===== src/source/fc_consts.svh =====
`ifndef FC_CONSTS_SVH
`define FC_CONSTS_SVH

// Network sizes, all multiples of four
`define FC_X0_SIZE      16
`define FC_H_SIZE       8
`define FC_Y_SIZE       4
`define FC_LANES        4

// Accumulator scale relative to the int8 values
`define FC_RQ_SHIFT     6

// Registered read port
`define FC_MEM_LATENCY  1

// Memory depths in 32-bit words
`define FC_FEAT_DEPTH   16
`define FC_PARAM_DEPTH  64

// Feature memory map, hidden results go above the inputs
`define FC_HID_BASE     8

// Parameter memory map
`define FC_W0_BASE      0
`define FC_B0_BASE      32
`define FC_W1_BASE      34
`define FC_B1_BASE      42

`endif


===== src/source/fc_pkg.sv =====
`include "fc_consts.svh"

package fc_pkg;

    // Quantized feature, weight, bias or score
    typedef logic signed [7:0] int8_t;

    // Lane 0 sits in the low byte and holds the lowest index
    typedef int8_t [`FC_LANES-1:0] quad_t;

    // Wide enough for the shifted bias plus sixteen full-scale products
    typedef logic signed [19:0] acc_t;

    // Word address for both memories and the load port
    typedef logic [7:0] addr_t;

    // Output class index
    typedef logic [3:0] class_t;

endpackage


===== src/source/fc_if.sv =====
`timescale 1ns/100ps

// Operand beats from the fetch side into the MAC
interface fc_operand_if;
    logic          valid;
    logic          first;
    logic          last;
    logic          relu;
    fc_pkg::quad_t feature;
    fc_pkg::quad_t weight;
    // Only meaningful on the first beat of a neuron
    fc_pkg::int8_t bias;

    modport source (output valid, first, last, relu, feature, weight, bias);
    modport sink   (input  valid, first, last, relu, feature, weight, bias);
endinterface

// Neuron results, plus the writeback path that closes the loop to fetch
interface fc_result_if;
    logic          valid;
    fc_pkg::int8_t value;
    logic          wb_we;
    fc_pkg::addr_t wb_addr;
    fc_pkg::quad_t wb_data;
    logic          layer_done;

    modport mac   (output valid, value);
    modport sink  (input  valid, value,
                   output wb_we, wb_addr, wb_data, layer_done);
    modport fetch (input  wb_we, wb_addr, wb_data, layer_done);
endinterface


===== src/source/sync_ram.sv =====
`timescale 1ns/100ps

module sync_ram #(
    parameter int DEPTH = 16
) (
    input  logic          clk,
    input  logic          we,
    input  fc_pkg::addr_t waddr,
    input  fc_pkg::addr_t raddr,
    input  fc_pkg::quad_t wdata,
    output fc_pkg::quad_t rdata
);
    localparam int AW = $clog2(DEPTH);

    fc_pkg::quad_t mem [DEPTH];

    // Registered read returns the old word on a same-address write
    always_ff @(posedge clk) begin
        if (we) begin
            mem[waddr[AW-1:0]] <= wdata;
        end
        rdata <= mem[raddr[AW-1:0]];
    end

endmodule


===== src/source/fc_fetch.sv =====
`timescale 1ns/100ps
`include "fc_consts.svh"

module fc_fetch (
    input  logic          clk,
    input  logic          rstn,
    input  logic          load_we,
    input  logic          load_sel,
    input  fc_pkg::addr_t load_addr,
    input  fc_pkg::quad_t load_data,
    input  logic          r_valid,
    fc_operand_if.source  op,
    fc_result_if.fetch    res
);
    typedef enum logic [1:0] {S_IDLE, S_BIAS, S_ROW, S_WAIT} state_t;

    state_t        state;
    logic          layer;
    fc_pkg::addr_t neuron;
    fc_pkg::addr_t word;

    // Per-layer geometry
    fc_pkg::addr_t words;
    fc_pkg::addr_t neuron_last;
    fc_pkg::addr_t w_base;
    fc_pkg::addr_t b_base;
    fc_pkg::addr_t x_base;

    logic          issue_bias;
    logic          issue_row;
    logic          row_end;

    logic          host_feat;
    logic          feat_we;
    fc_pkg::addr_t feat_waddr;
    fc_pkg::quad_t feat_wdata;
    fc_pkg::addr_t feat_raddr;
    fc_pkg::quad_t feat_rdata;
    logic          param_we;
    fc_pkg::addr_t param_raddr;
    fc_pkg::quad_t param_rdata;

    // Read-side copies, one cycle behind the issue
    logic          bias_rd_q;
    logic [1:0]    lane_q;
    fc_pkg::int8_t bias_q;

    always_comb begin
        if (layer) begin
            words       = fc_pkg::addr_t'(`FC_H_SIZE / `FC_LANES);
            neuron_last = fc_pkg::addr_t'(`FC_Y_SIZE - 1);
            w_base      = fc_pkg::addr_t'(`FC_W1_BASE);
            b_base      = fc_pkg::addr_t'(`FC_B1_BASE);
            x_base      = fc_pkg::addr_t'(`FC_HID_BASE);
        end else begin
            words       = fc_pkg::addr_t'(`FC_X0_SIZE / `FC_LANES);
            neuron_last = fc_pkg::addr_t'(`FC_H_SIZE - 1);
            w_base      = fc_pkg::addr_t'(`FC_W0_BASE);
            b_base      = fc_pkg::addr_t'(`FC_B0_BASE);
            x_base      = '0;
        end
    end

    assign issue_bias = (state == S_BIAS);
    assign issue_row  = (state == S_ROW);
    assign row_end    = (word == words - 1'b1);

    // Four biases per word, lane picked by the neuron's low bits
    assign param_raddr = issue_bias ? b_base + (neuron >> 2)
                                    : w_base + neuron * words + word;
    assign feat_raddr  = x_base + word;

    // Host loads take the feature port over writeback
    assign host_feat  = load_we && !load_sel;
    assign feat_we    = host_feat || res.wb_we;
    assign feat_waddr = host_feat ? load_addr : res.wb_addr;
    assign feat_wdata = host_feat ? load_data : res.wb_data;
    assign param_we   = load_we && load_sel;

    sync_ram #(.DEPTH(`FC_FEAT_DEPTH)) feat_ram (
        .clk   (clk),
        .we    (feat_we),
        .waddr (feat_waddr),
        .raddr (feat_raddr),
        .wdata (feat_wdata),
        .rdata (feat_rdata)
    );

    sync_ram #(.DEPTH(`FC_PARAM_DEPTH)) param_ram (
        .clk   (clk),
        .we    (param_we),
        .waddr (load_addr),
        .raddr (param_raddr),
        .wdata (load_data),
        .rdata (param_rdata)
    );

    // Layer, neuron and word sequencing
    always_ff @(posedge clk or negedge rstn) begin
        if (!rstn) begin
            state  <= S_IDLE;
            layer  <= 1'b0;
            neuron <= '0;
            word   <= '0;
        end else begin
            case (state)
                S_IDLE: begin
                    if (r_valid) begin
                        state  <= S_BIAS;
                        layer  <= 1'b0;
                        neuron <= '0;
                    end
                end
                S_BIAS: begin
                    state <= S_ROW;
                    word  <= '0;
                end
                S_ROW: begin
                    word <= word + 1'b1;
                    if (row_end) begin
                        word <= '0;
                        if (neuron == neuron_last) begin
                            neuron <= '0;
                            // Hidden layer must be written back before layer 1 reads it
                            state  <= layer ? S_IDLE : S_WAIT;
                        end else begin
                            neuron <= neuron + 1'b1;
                            state  <= S_BIAS;
                        end
                    end
                end
                S_WAIT: begin
                    if (res.layer_done) begin
                        layer <= 1'b1;
                        state <= S_BIAS;
                    end
                end
                default: state <= S_IDLE;
            endcase
        end
    end

    // Beat flags line up with the read data
    always_ff @(posedge clk or negedge rstn) begin
        if (!rstn) begin
            op.valid  <= 1'b0;
            op.first  <= 1'b0;
            op.last   <= 1'b0;
            op.relu   <= 1'b0;
            bias_rd_q <= 1'b0;
        end else begin
            op.valid  <= issue_row;
            op.first  <= issue_row && (word == '0);
            op.last   <= issue_row && row_end;
            op.relu   <= !layer;
            bias_rd_q <= issue_bias;
        end
    end

    always_ff @(posedge clk) begin
        lane_q <= neuron[1:0];
        if (bias_rd_q) begin
            bias_q <= param_rdata[lane_q];
        end
    end

    assign op.feature = feat_rdata;
    assign op.weight  = param_rdata;
    assign op.bias    = bias_q;

endmodule


===== src/source/fc_mac.sv =====
`timescale 1ns/100ps
`include "fc_consts.svh"

module fc_mac (
    input  logic       clk,
    input  logic       rstn,
    fc_operand_if.sink op,
    fc_result_if.mac   res
);
    fc_pkg::acc_t  acc;
    fc_pkg::acc_t  acc_start;
    fc_pkg::acc_t  acc_next;
    fc_pkg::acc_t  dot;
    fc_pkg::acc_t  scaled;
    fc_pkg::int8_t sat;
    fc_pkg::int8_t clipped;

    // Four lane products of the current beat
    always_comb begin
        dot = '0;
        for (int i = 0; i < `FC_LANES; i++) begin
            dot = dot + fc_pkg::acc_t'(op.feature[i]) * fc_pkg::acc_t'(op.weight[i]);
        end
    end

    // A new neuron starts from its bias at accumulator scale
    assign acc_start = op.first ? (fc_pkg::acc_t'(op.bias) <<< `FC_RQ_SHIFT) : acc;
    assign acc_next  = acc_start + dot;

    // Requantize back to int8
    assign scaled = acc_next >>> `FC_RQ_SHIFT;

    always_comb begin
        if (scaled > fc_pkg::acc_t'(127)) begin
            sat = 8'sd127;
        end else if (scaled < fc_pkg::acc_t'(-128)) begin
            sat = -8'sd128;
        end else begin
            sat = fc_pkg::int8_t'(scaled);
        end
    end

    // ReLU only on hidden neurons
    assign clipped = (op.relu && sat[7]) ? '0 : sat;

    always_ff @(posedge clk or negedge rstn) begin
        if (!rstn) begin
            res.valid <= 1'b0;
        end else begin
            res.valid <= op.valid && op.last;
        end
    end

    always_ff @(posedge clk) begin
        if (op.valid) begin
            acc <= acc_next;
            if (op.last) begin
                res.value <= clipped;
            end
        end
    end

endmodule


===== src/source/fc_result_sink.sv =====
`timescale 1ns/100ps
`include "fc_consts.svh"

module fc_result_sink (
    input  logic           clk,
    input  logic           rstn,
    fc_result_if.sink      res,
    output fc_pkg::class_t out_data,
    output logic           t_valid
);
    // Result index within the run, hidden results first
    fc_pkg::addr_t  cnt;
    logic [1:0]     lane;
    logic           hidden;
    fc_pkg::quad_t  pack_q;
    fc_pkg::quad_t  pack_next;

    fc_pkg::class_t score_idx;
    fc_pkg::int8_t  best_val;
    fc_pkg::class_t best_idx;
    logic           better;
    logic           last_score;

    assign lane       = cnt[1:0];
    assign hidden     = cnt < fc_pkg::addr_t'(`FC_H_SIZE);
    assign score_idx  = fc_pkg::class_t'(cnt - fc_pkg::addr_t'(`FC_H_SIZE));
    assign last_score = !hidden && (score_idx == fc_pkg::class_t'(`FC_Y_SIZE - 1));

    // Strictly greater, so ties keep the lower index
    assign better = (score_idx == '0) || (res.value > best_val);

    always_comb begin
        pack_next       = pack_q;
        pack_next[lane] = res.value;
    end

    // Writeback on the cycle the fourth lane arrives
    assign res.wb_we      = res.valid && hidden && (lane == 2'd3);
    assign res.wb_addr    = fc_pkg::addr_t'(`FC_HID_BASE) + (cnt >> 2);
    assign res.wb_data    = pack_next;
    assign res.layer_done = res.valid && (cnt == fc_pkg::addr_t'(`FC_H_SIZE - 1));

    always_ff @(posedge clk or negedge rstn) begin
        if (!rstn) begin
            cnt      <= '0;
            t_valid  <= 1'b0;
            out_data <= '0;
        end else begin
            t_valid <= 1'b0;
            if (res.valid) begin
                if (last_score) begin
                    cnt      <= '0;
                    t_valid  <= 1'b1;
                    out_data <= better ? score_idx : best_idx;
                end else begin
                    cnt <= cnt + 1'b1;
                end
            end
        end
    end

    always_ff @(posedge clk) begin
        if (res.valid) begin
            if (hidden) begin
                pack_q <= pack_next;
            end else if (better) begin
                best_val <= res.value;
                best_idx <= score_idx;
            end
        end
    end

endmodule


===== src/source/fc_top.sv =====
`timescale 1ns/100ps

module fc_top (
    input  logic           clk,
    input  logic           rstn,
    input  logic           load_we,
    input  logic           load_sel,
    input  fc_pkg::addr_t  load_addr,
    input  fc_pkg::quad_t  load_data,
    input  logic           r_valid,
    output fc_pkg::class_t out_data,
    output logic           t_valid
);
    fc_operand_if op_if ();
    fc_result_if  res_if ();

    // Memories and read sequencing
    fc_fetch fetch0 (
        .clk       (clk),
        .rstn      (rstn),
        .load_we   (load_we),
        .load_sel  (load_sel),
        .load_addr (load_addr),
        .load_data (load_data),
        .r_valid   (r_valid),
        .op        (op_if.source),
        .res       (res_if.fetch)
    );

    fc_mac mac0 (
        .clk  (clk),
        .rstn (rstn),
        .op   (op_if.sink),
        .res  (res_if.mac)
    );

    // Hidden writeback and argmax
    fc_result_sink sink0 (
        .clk      (clk),
        .rstn     (rstn),
        .res      (res_if.sink),
        .out_data (out_data),
        .t_valid  (t_valid)
    );

endmodule


===== config.mk =====
export PLATFORM = sky130hd
export DESIGN_NAME = fc_top
export DESIGN_NICKNAME = d
export VERILOG_FILES = /design/src/source/fc_pkg.sv /design/src/source/fc_if.sv /design/src/source/sync_ram.sv /design/src/source/fc_fetch.sv /design/src/source/fc_mac.sv /design/src/source/fc_result_sink.sv /design/src/source/fc_top.sv
export VERILOG_INCLUDE_DIRS = /design/src /design/src/source
export SDC_FILE = /design/constraint.sdc
export NUM_CORES = 2
export LEC_CHECK = 0
export BUFFER_PORTS_ARGS = -buffer_cell sky130_fd_sc_hd__buf_2
export CORE_MARGIN = 8
export CORE_UTILIZATION = 47
export CTS_CLUSTER_DIAMETER = 50
export DETAILED_ROUTE_END_ITERATION = 7
export GPL_TIMING_DRIVEN = 0
export HOLD_SLACK_MARGIN = 0.06
export PLACE_DENSITY = 0.63
export SLEW_MARGIN = 20
export SYNTH_ARGS = -nofsm -noshare
export SYNTH_HDL_FRONTEND = slang
export SYNTH_SLANG_ARGS = --single-unit

===== constraint.sdc =====
create_clock -name clk -period 7.17 [get_ports clk]
set_clock_uncertainty 0.1 [all_clocks]
set_input_delay 1.434 -clock clk [delete_from_list [all_inputs] [get_ports clk]]
set_output_delay 1.434 -clock clk [all_outputs]
set_load 0.005 [all_outputs]

Word-level counts from Yosys, hierarchy flattened
Memory sizes are Yosys's and may differ from the RTL's. A register that Yosys moved wholly into a read port is not among the register bits.
Index checks and enable logic that the tools add are counted.
{ "totals": {"output_inout_bits": 5, "input_bits": 45, "latch_bits": 0, "wordCells": 132, "memories": 2, "ff_bits": 120, "ram_bits": 2560, "mem_bits_ro": 0} }
{ "classes": {"n_eq_ne": 11, "mul": 5, "n_div": 0, "n_addsub": 14, "magnitude_cmp": 7, "n_bitwise": 1, "shifts": 0, "reduce_logical": 30, "mux": 39} }
{ "mem_list": {"columns": ["name", "depth", "word_bits", "rd", "rd_clocked_by_memory_dff", "write_ports", "line_no", "source"], "rows": [
  ["fetch0.param_ram.mem", 64, 32, 1, 1, 1, "sync_ram.sv:15", "fc_pkg::quad_t mem [DEPTH];"],
  ["fetch0.feat_ram.mem", 16, 32, 1, 1, 1, "sync_ram.sv:15", null]
]} }
{ "op_table": {"columns": ["cell", "n"], "rows": [
  ["$add 20x20->20", 4],
  ["$mux 8", 9],
  ["$mul 8x8->16", 4],
  ["$bwmux 32", 1],
  ["$mux 32", 1],
  ["$pmux 8 s2", 2],
  ["$add 8x1->8 const B", 3],
  ["$mux 20", 1],
  ["$add 6x6->6", 3],
  ["$bmux 8 s2", 1],
  ["$demux 8 s2", 1],
  ["$eq 8x8->1", 2],
  ["$mux 4", 4],
  ["$gt 14x8->1 const B", 1],
  ["$lt 14x8->1 const B", 1],
  ["$mux 6", 2],
  ["$reduce_and 3->1", 4],
  ["$logic_and 1x1->1", 11],
  ["$mux 2", 5],
  ["$eq 8x3->1 const B", 1],
  ["$gt 8x8->1", 1],
  ["$logic_not 8->1", 1],
  ["$lt 8x4->1 const B", 1],
  ["$mul 8x8->6", 1],
  ["22 further kinds", 42]
]} }

Logic depth before layout (Yosys ltp)
{ "depth": {"word_depth": 9, "ltp_mapped": 35, "depth_no_buf": 34} }

Modules after synthesis
From an unflattened synthesis, not the netlist that was laid out.
{ "hier_totals": {"cells_unflattened": 6072, "area_unflattened_um2": 117808.0} }
{ "by_module_without_submodules": {"columns": ["mod", "cells_each", "area_each_um2", "n_inst", "seq_area_each_um2"], "rows": [
  ["sync_ram at fetch0.param_ram", 3324, 78515.3, 1, 62139.6],
  ["sync_ram at fetch0.feat_ram", 838, 19835.3, 1, 16015.4],
  ["fc_mac", 1419, 13674.4, 1, 865.8],
  ["fc_fetch", 288, 3006.6, 1, 880.8],
  ["fc_result_sink", 203, 2776.4, 1, 1646.6]
]} }

Least setup slack after synthesis
Ideal clock, no wire load.
{ "synth_path": {"path_type": "register -> register", "from": "reg fetch0.param_ram.rdata[12] (netlist name) (read register of fetch0.param_ram.mem)", "to": "reg mac0.res.value[0] (data pin)", "setup_time_ns": 0.157, "slack_ns": -0.644, "t_required_ns": 6.913, "stages_incl_launch_ff": 33, "synth_period_minus_slack_ns": 7.814, "n_path_buf": 2, "arrival_time_ns": 7.557, "cell_sequence": "dfxtp_1 -> clkbuf_1 -> and2_1 -> fa_1 -> inv_1 -> fa_1 -> inv_1 -> fa_1 -> inv_1 -> fa_1 -> inv_1 -> ha_1 -> o21ai_0 -> a21boi_0 -> o21ai_0 -> a21oi_1 -> o21ai_0 -> o311ai_0 -> fa_1 -> fa_1 -> inv_1 -> fa_1 -> inv_1 -> ha_1 -> buf_2 -> a21oi_2 -> o211ai_1 -> a211oi_1 -> o21ai_1 -> xnor2_1 -> nand4_1 -> or3_1 -> o22ai_1"} }
{ "synth_between": {"elab_chain_cells": 9, "word_cells_on_any_way": 10, "classes_between": "add/sub (4); mul (1); order compare (2); mux (2); reduce/logical (1)"} }
{ "synth_lines": {"columns": ["item", "line_no", "source"], "rows": [
  ["start: declaration", "sync_ram.sv:11", "output fc_pkg::quad_t rdata"],
  ["$mul 8x8->16 *", "fc_mac.sv:22", "dot = dot + fc_pkg::acc_t'(op.feature[i]) * fc_pkg::acc_t'(op.weight[i]);"],
  ["$add 20x20->20 * (3 in series)", "fc_mac.sv:22", null],
  ["$add 20x20->20 *", "fc_mac.sv:28", "assign acc_next = acc_start + dot;"],
  ["named net mac0.acc_next[18]", "fc_mac.sv:12", "fc_pkg::acc_t acc_next;"],
  ["$lt 14x8->1", "fc_mac.sv:36", "end else if (scaled < fc_pkg::acc_t'(-128)) begin"],
  ["$mux 8", "fc_mac.sv:36", null],
  ["$mux 8 *", "fc_mac.sv:34", "if (scaled > fc_pkg::acc_t'(127)) begin"],
  ["$logic_and 1x1->1", "fc_mac.sv:44", "assign clipped = (op.relu && sat[7]) ? '0 : sat;"],
  ["end signal: assignment", "fc_mac.sv:58", "res.value <= clipped;"],
  ["end: declaration", "fc_if.sv:27", "modport mac (output valid, value);"]
]} }
The timed path passes the listed nets; every way through them passes the cells marked *.
A chain may end at the register's enable or synchronous reset.

Worst setup path after layout
{ "layout_path": {"from": "reg fetch0.param_ram.rdata[10] (netlist name) (read register of fetch0.param_ram.mem)", "to": "reg mac0.res.value[0] (data pin)"} }
The elaborated chain is that of the path after synthesis.

==> reports/metrics.csv <==
stage;metric;value;unit
route;Total Wirelength;306000;um
global_routing;vias in the first global route;62400;
logic_synthesis;yosys warns;0;
logic_synthesis;Synth Area in Simple Gates;0.0347;
floorplan;Initial Util;0.471;
timing;Tcrit/Tclk final;1.14;
cts;Max clock buf depth;4;
timing;WHS;0.398;ns
global_routing;first-pass GRT wire length;439000;um
logic_synthesis;library cells used by synthesis;61;
route;DRC Markers;0;
floorplan;Die Span Y;517;um
placed_design;port buffer count;44;
floorplan;DIE AREA;267000;um2
placed_design;Routability Congestion;0.922;
setup_path;CP endpoint kind;flop;
logic_synthesis;largest family of logic cells by synthesized area;multiplexers;
setup_path;most frequent CP cell;fa_1;
cts;CTS tree;yes;
floorplan;Top-Level Pins;50;
logic_synthesis;post-synthesis sequential area ratio;0.691;
status;status;complete, but fails checks;
logic_synthesis;Synth Area in Compound Gates;0.0300;
global_routing;gr ovfl total;0;
finish;area delta synth->final;16.2;%
route;per-cell routed wire length;29.6;um
setup_path;CP max-delay cell;fa_2;
setup_path;WP data required;7.68;ns
logic_synthesis;area share of the largest cell type after synthesis;0.672;
setup_path;WS Path Type;flop to flop;
finish;layout filler cell count;19200;
timing;Final Critical Period;8.14;ns
logic_synthesis;synthesized area;118000;um2
logic_synthesis;Most used DFF post-synth;edfxtp_1;
finish;share of layout cells above drive strength 1;0.261;
timing;final worst setup slack;-0.973;ns
timing;worst-margin pin slew;1.32;ns
logic_synthesis;area leader, netlist;edfxtp_1;
route;via density per instance;5.88;
logic_synthesis;synth top area cells;edfxtp_1 (67%), mux4_2 (13%), fa_1 (4.6%);
setup_path;CP top delay family;adder cells;
floorplan;core area;250000;um2
status;failing checks;negative setup slack;
logic_synthesis;Yosys reg bits;2744;
timing;Final Hold Fails;0;
cts;clock root buffer;clkbuf_16;
placed_design;Setup WS pre-CTS;-1.87;ns
logic_synthesis;mux cell area share after synthesis;0.146;
route;Routed Antenna Nets;0;
cts;clk slew on worst S/H paths;0.06;ns
setup_path;Worst Path Max Fanout;7;
floorplan;Die X;517;um
logic_synthesis;most common cell in the synthesized netlist;edfxtp_1;
worst_hold_path;worst min-delay path class;flop to flop;
timing;worst rel slew slack;0.114;
logic_synthesis;Syn Area/Cell;18.9;um2
route;DRT iter0 DRCs;6855;
setup_path;CP Buf/Inv Count;7;
finish;Final nets;7248;
timing;# setup viols final;15;
cts;TritonCTS Buffers;308;
route;total number of vias;60900;
logic_synthesis;commonest cells in the synthesized netlist;edfxtp_1 (2640), mux4_2 (680), inv_1 (436), fa_1 (273), a211oi_1 (229);
global_routing;initial antenna violation count;30;
global_routing;GRT Overall Usage;0.227;
route;Pre-antenna DRT Iters;6;
timing;unrepaired setup endpoints after global routing;yes;
logic_synthesis;fraction of registers with async set/reset;0.0138;
setup_path;Crit path largest cell delay;0.62;ns
logic_synthesis;Post-Synth XOR/XNOR Area;0.00749;
logic_synthesis;Post-Syn Instances;6231;
timing;max-slew violations;0;
cts;clk sinks;2744;
flow_run;number of max-cap violations;0;
placed_design;DPL Wire Length;209000;um
global_routing;pin count of the biggest net entering global routing;66;
setup_path;crit path DAT;8.65;ns
floorplan;Row Count;184;
cts;Clk Latency, worst-skew pair;0.96;ns
timing;Max Freq;123;MHz
logic_synthesis;Post-synth EDFFs;2640;
logic_synthesis;syn nets;6720;
logic_synthesis;area share of fa/ha/maj cells after synthesis;0.0644;
setup_path;Worst setup SP type;flop;
cts;H-tree lvl count;5;
layout make-up:
| cell class | instances | area, um2 | area share |
|---|---|---|---|
| Inverter | 437 | 1650 | 0.0120 |
| Timing Repair Buffer | 223 | 3510 | 0.0256 |
| Multi-Input combinational cell | 2769 | 34900 | 0.255 |
| Antenna cell | 10 | 25.0 | 0.000182 |
| Clock buffer | 375 | 8150 | 0.0594 |
| Clock inverter | 164 | 1520 | 0.0110 |
| Buffer | 276 | 1490 | 0.0109 |
| Tap cell | 3348 | 4190 | 0.0305 |
| Sequential cell | 2744 | 81700 | 0.596 |
per-layer routing:
metal,GRT usage,share of wire,routed length (um)
met1,0.311,0.40,122000
met2,0.362,0.48,146000
met3,0.0511,0.084,25800
met4,0.0819,0.040,12400
met5,0,0.000072,22
logic make-up after synthesis:
group / after synthesis
other cells: 1
flops: 2744
xor+xnor: 100
simple gates: 806
mux: 863
fa+ha+maj: 444
buf+inv: 718
compound gates: 555
sequential cells by signal (all words and copies together), names as in the netlist, 8 cells and up:
| register | cells |
|---|---|
| fetch0.feat_ram.rdata | 32 |
| fetch0.param_ram.mem | 2048 |
| fetch0.neuron | 8 |
| mac0.acc | 20 |
| sink0.pack_q | 32 |
| fetch0.feat_ram.mem | 512 |
| fetch0.op.bias | 8 |
| fetch0.word | 8 |
| sink0.best_val | 8 |
| fetch0.param_ram.rdata | 32 |
| mac0.res.value | 8 |
| sink0.cnt | 8 |
through the flow:
stage / setup TNS, ns / area, um2 / instances / util
final: -8.87 / 137000 / 10300 / 0.547
after global routing: -13.07 / 137000 / 10300 / 0.547
after CTS: -8.44 / 137000 / 10300 / 0.545
after detailed placement: -20.49 / 126000 / 9742 / 0.503
after global placement: -82.16 / 123000 / 9623 / 0.489
after floorplan: -1.40 / 118000 / 6231 / -
worst register-to-register path: cells and delay by family (launching register included):
family | cells | cell delay (ns)
compound gates | 6 | 1.26
xor+xnor | 2 | 0.29
fa+ha+maj | 9 | 4.06
buf+inv | 7 | 0.53
flops | 1 | 0.39
simple gates | 6 | 1.23
cells in the final DEF (no fill, tap or decap), drive strengths merged, types with 5 or more instances in the layout:
cell type / Yosys / layout
a211oi: 229 / 229
a21o: 18 / 18
a21oi: 200 / 200
a31oi: 9 / 9
and2: 165 / 165
and3: 11 / 11
buf: 156 / 375
bufinv: 0 / 23
clkbuf: 125 / 499
clkinv: 0 / 114
clkinvlp: 0 / 10
dfrtp: 38 / 38
dfxtp: 66 / 66
diode: 0 / 10
edfxtp: 2640 / 2640
fa: 273 / 273
ha: 171 / 171
inv: 437 / 454
mux2: 45 / 45
mux2i: 138 / 138
mux4: 680 / 680
nand2: 140 / 140
nand2b: 19 / 19
nand3: 28 / 28
nand4: 5 / 5
nor2: 224 / 224
nor2b: 166 / 166
nor3: 16 / 16
nor4: 10 / 10
o211ai: 8 / 8
o21ai: 57 / 57
o22ai: 10 / 10
or3: 7 / 7
xnor2: 78 / 78
xor2: 22 / 22
final timing paths:
path	cells past startpoint	slack [ns]	from	endpoint
worst min-delay path	1	0.40	sink0.out_data[0]$_DFFE_PN0P_	sink0.out_data[0]$_DFFE_PN0P_
worst max-delay path	30	-0.97	fetch0.param_ram.rdata[10]$_DFF_P_	mac0.res.value[0]$_SDFFCE_PP0P_
worst max register to register	30	-0.97	fetch0.param_ram.rdata[10]$_DFF_P_	mac0.res.value[0]$_SDFFCE_PP0P_
max in group asynchronous	1	5.74	rstn	fetch0.bias_rd_q$_DFF_PN0_
worst min register to register	1	0.40	sink0.out_data[0]$_DFFE_PN0P_	sink0.out_data[0]$_DFFE_PN0P_
min in group asynchronous	1	0.54	rstn	sink0.t_valid$_DFF_PN0_
timing repair:
item	CTS	global route
hold buffers	0	0
endpoints found under the setup margin	18	18
pin swaps	54	56
resized for setup	152	71
hold endpoints to repair	0	0
buffers inserted	36	25
Power is left out: the tool's default activity adds up to more than one toggle a clock period on the data nets, which glitch-free logic cannot reach.
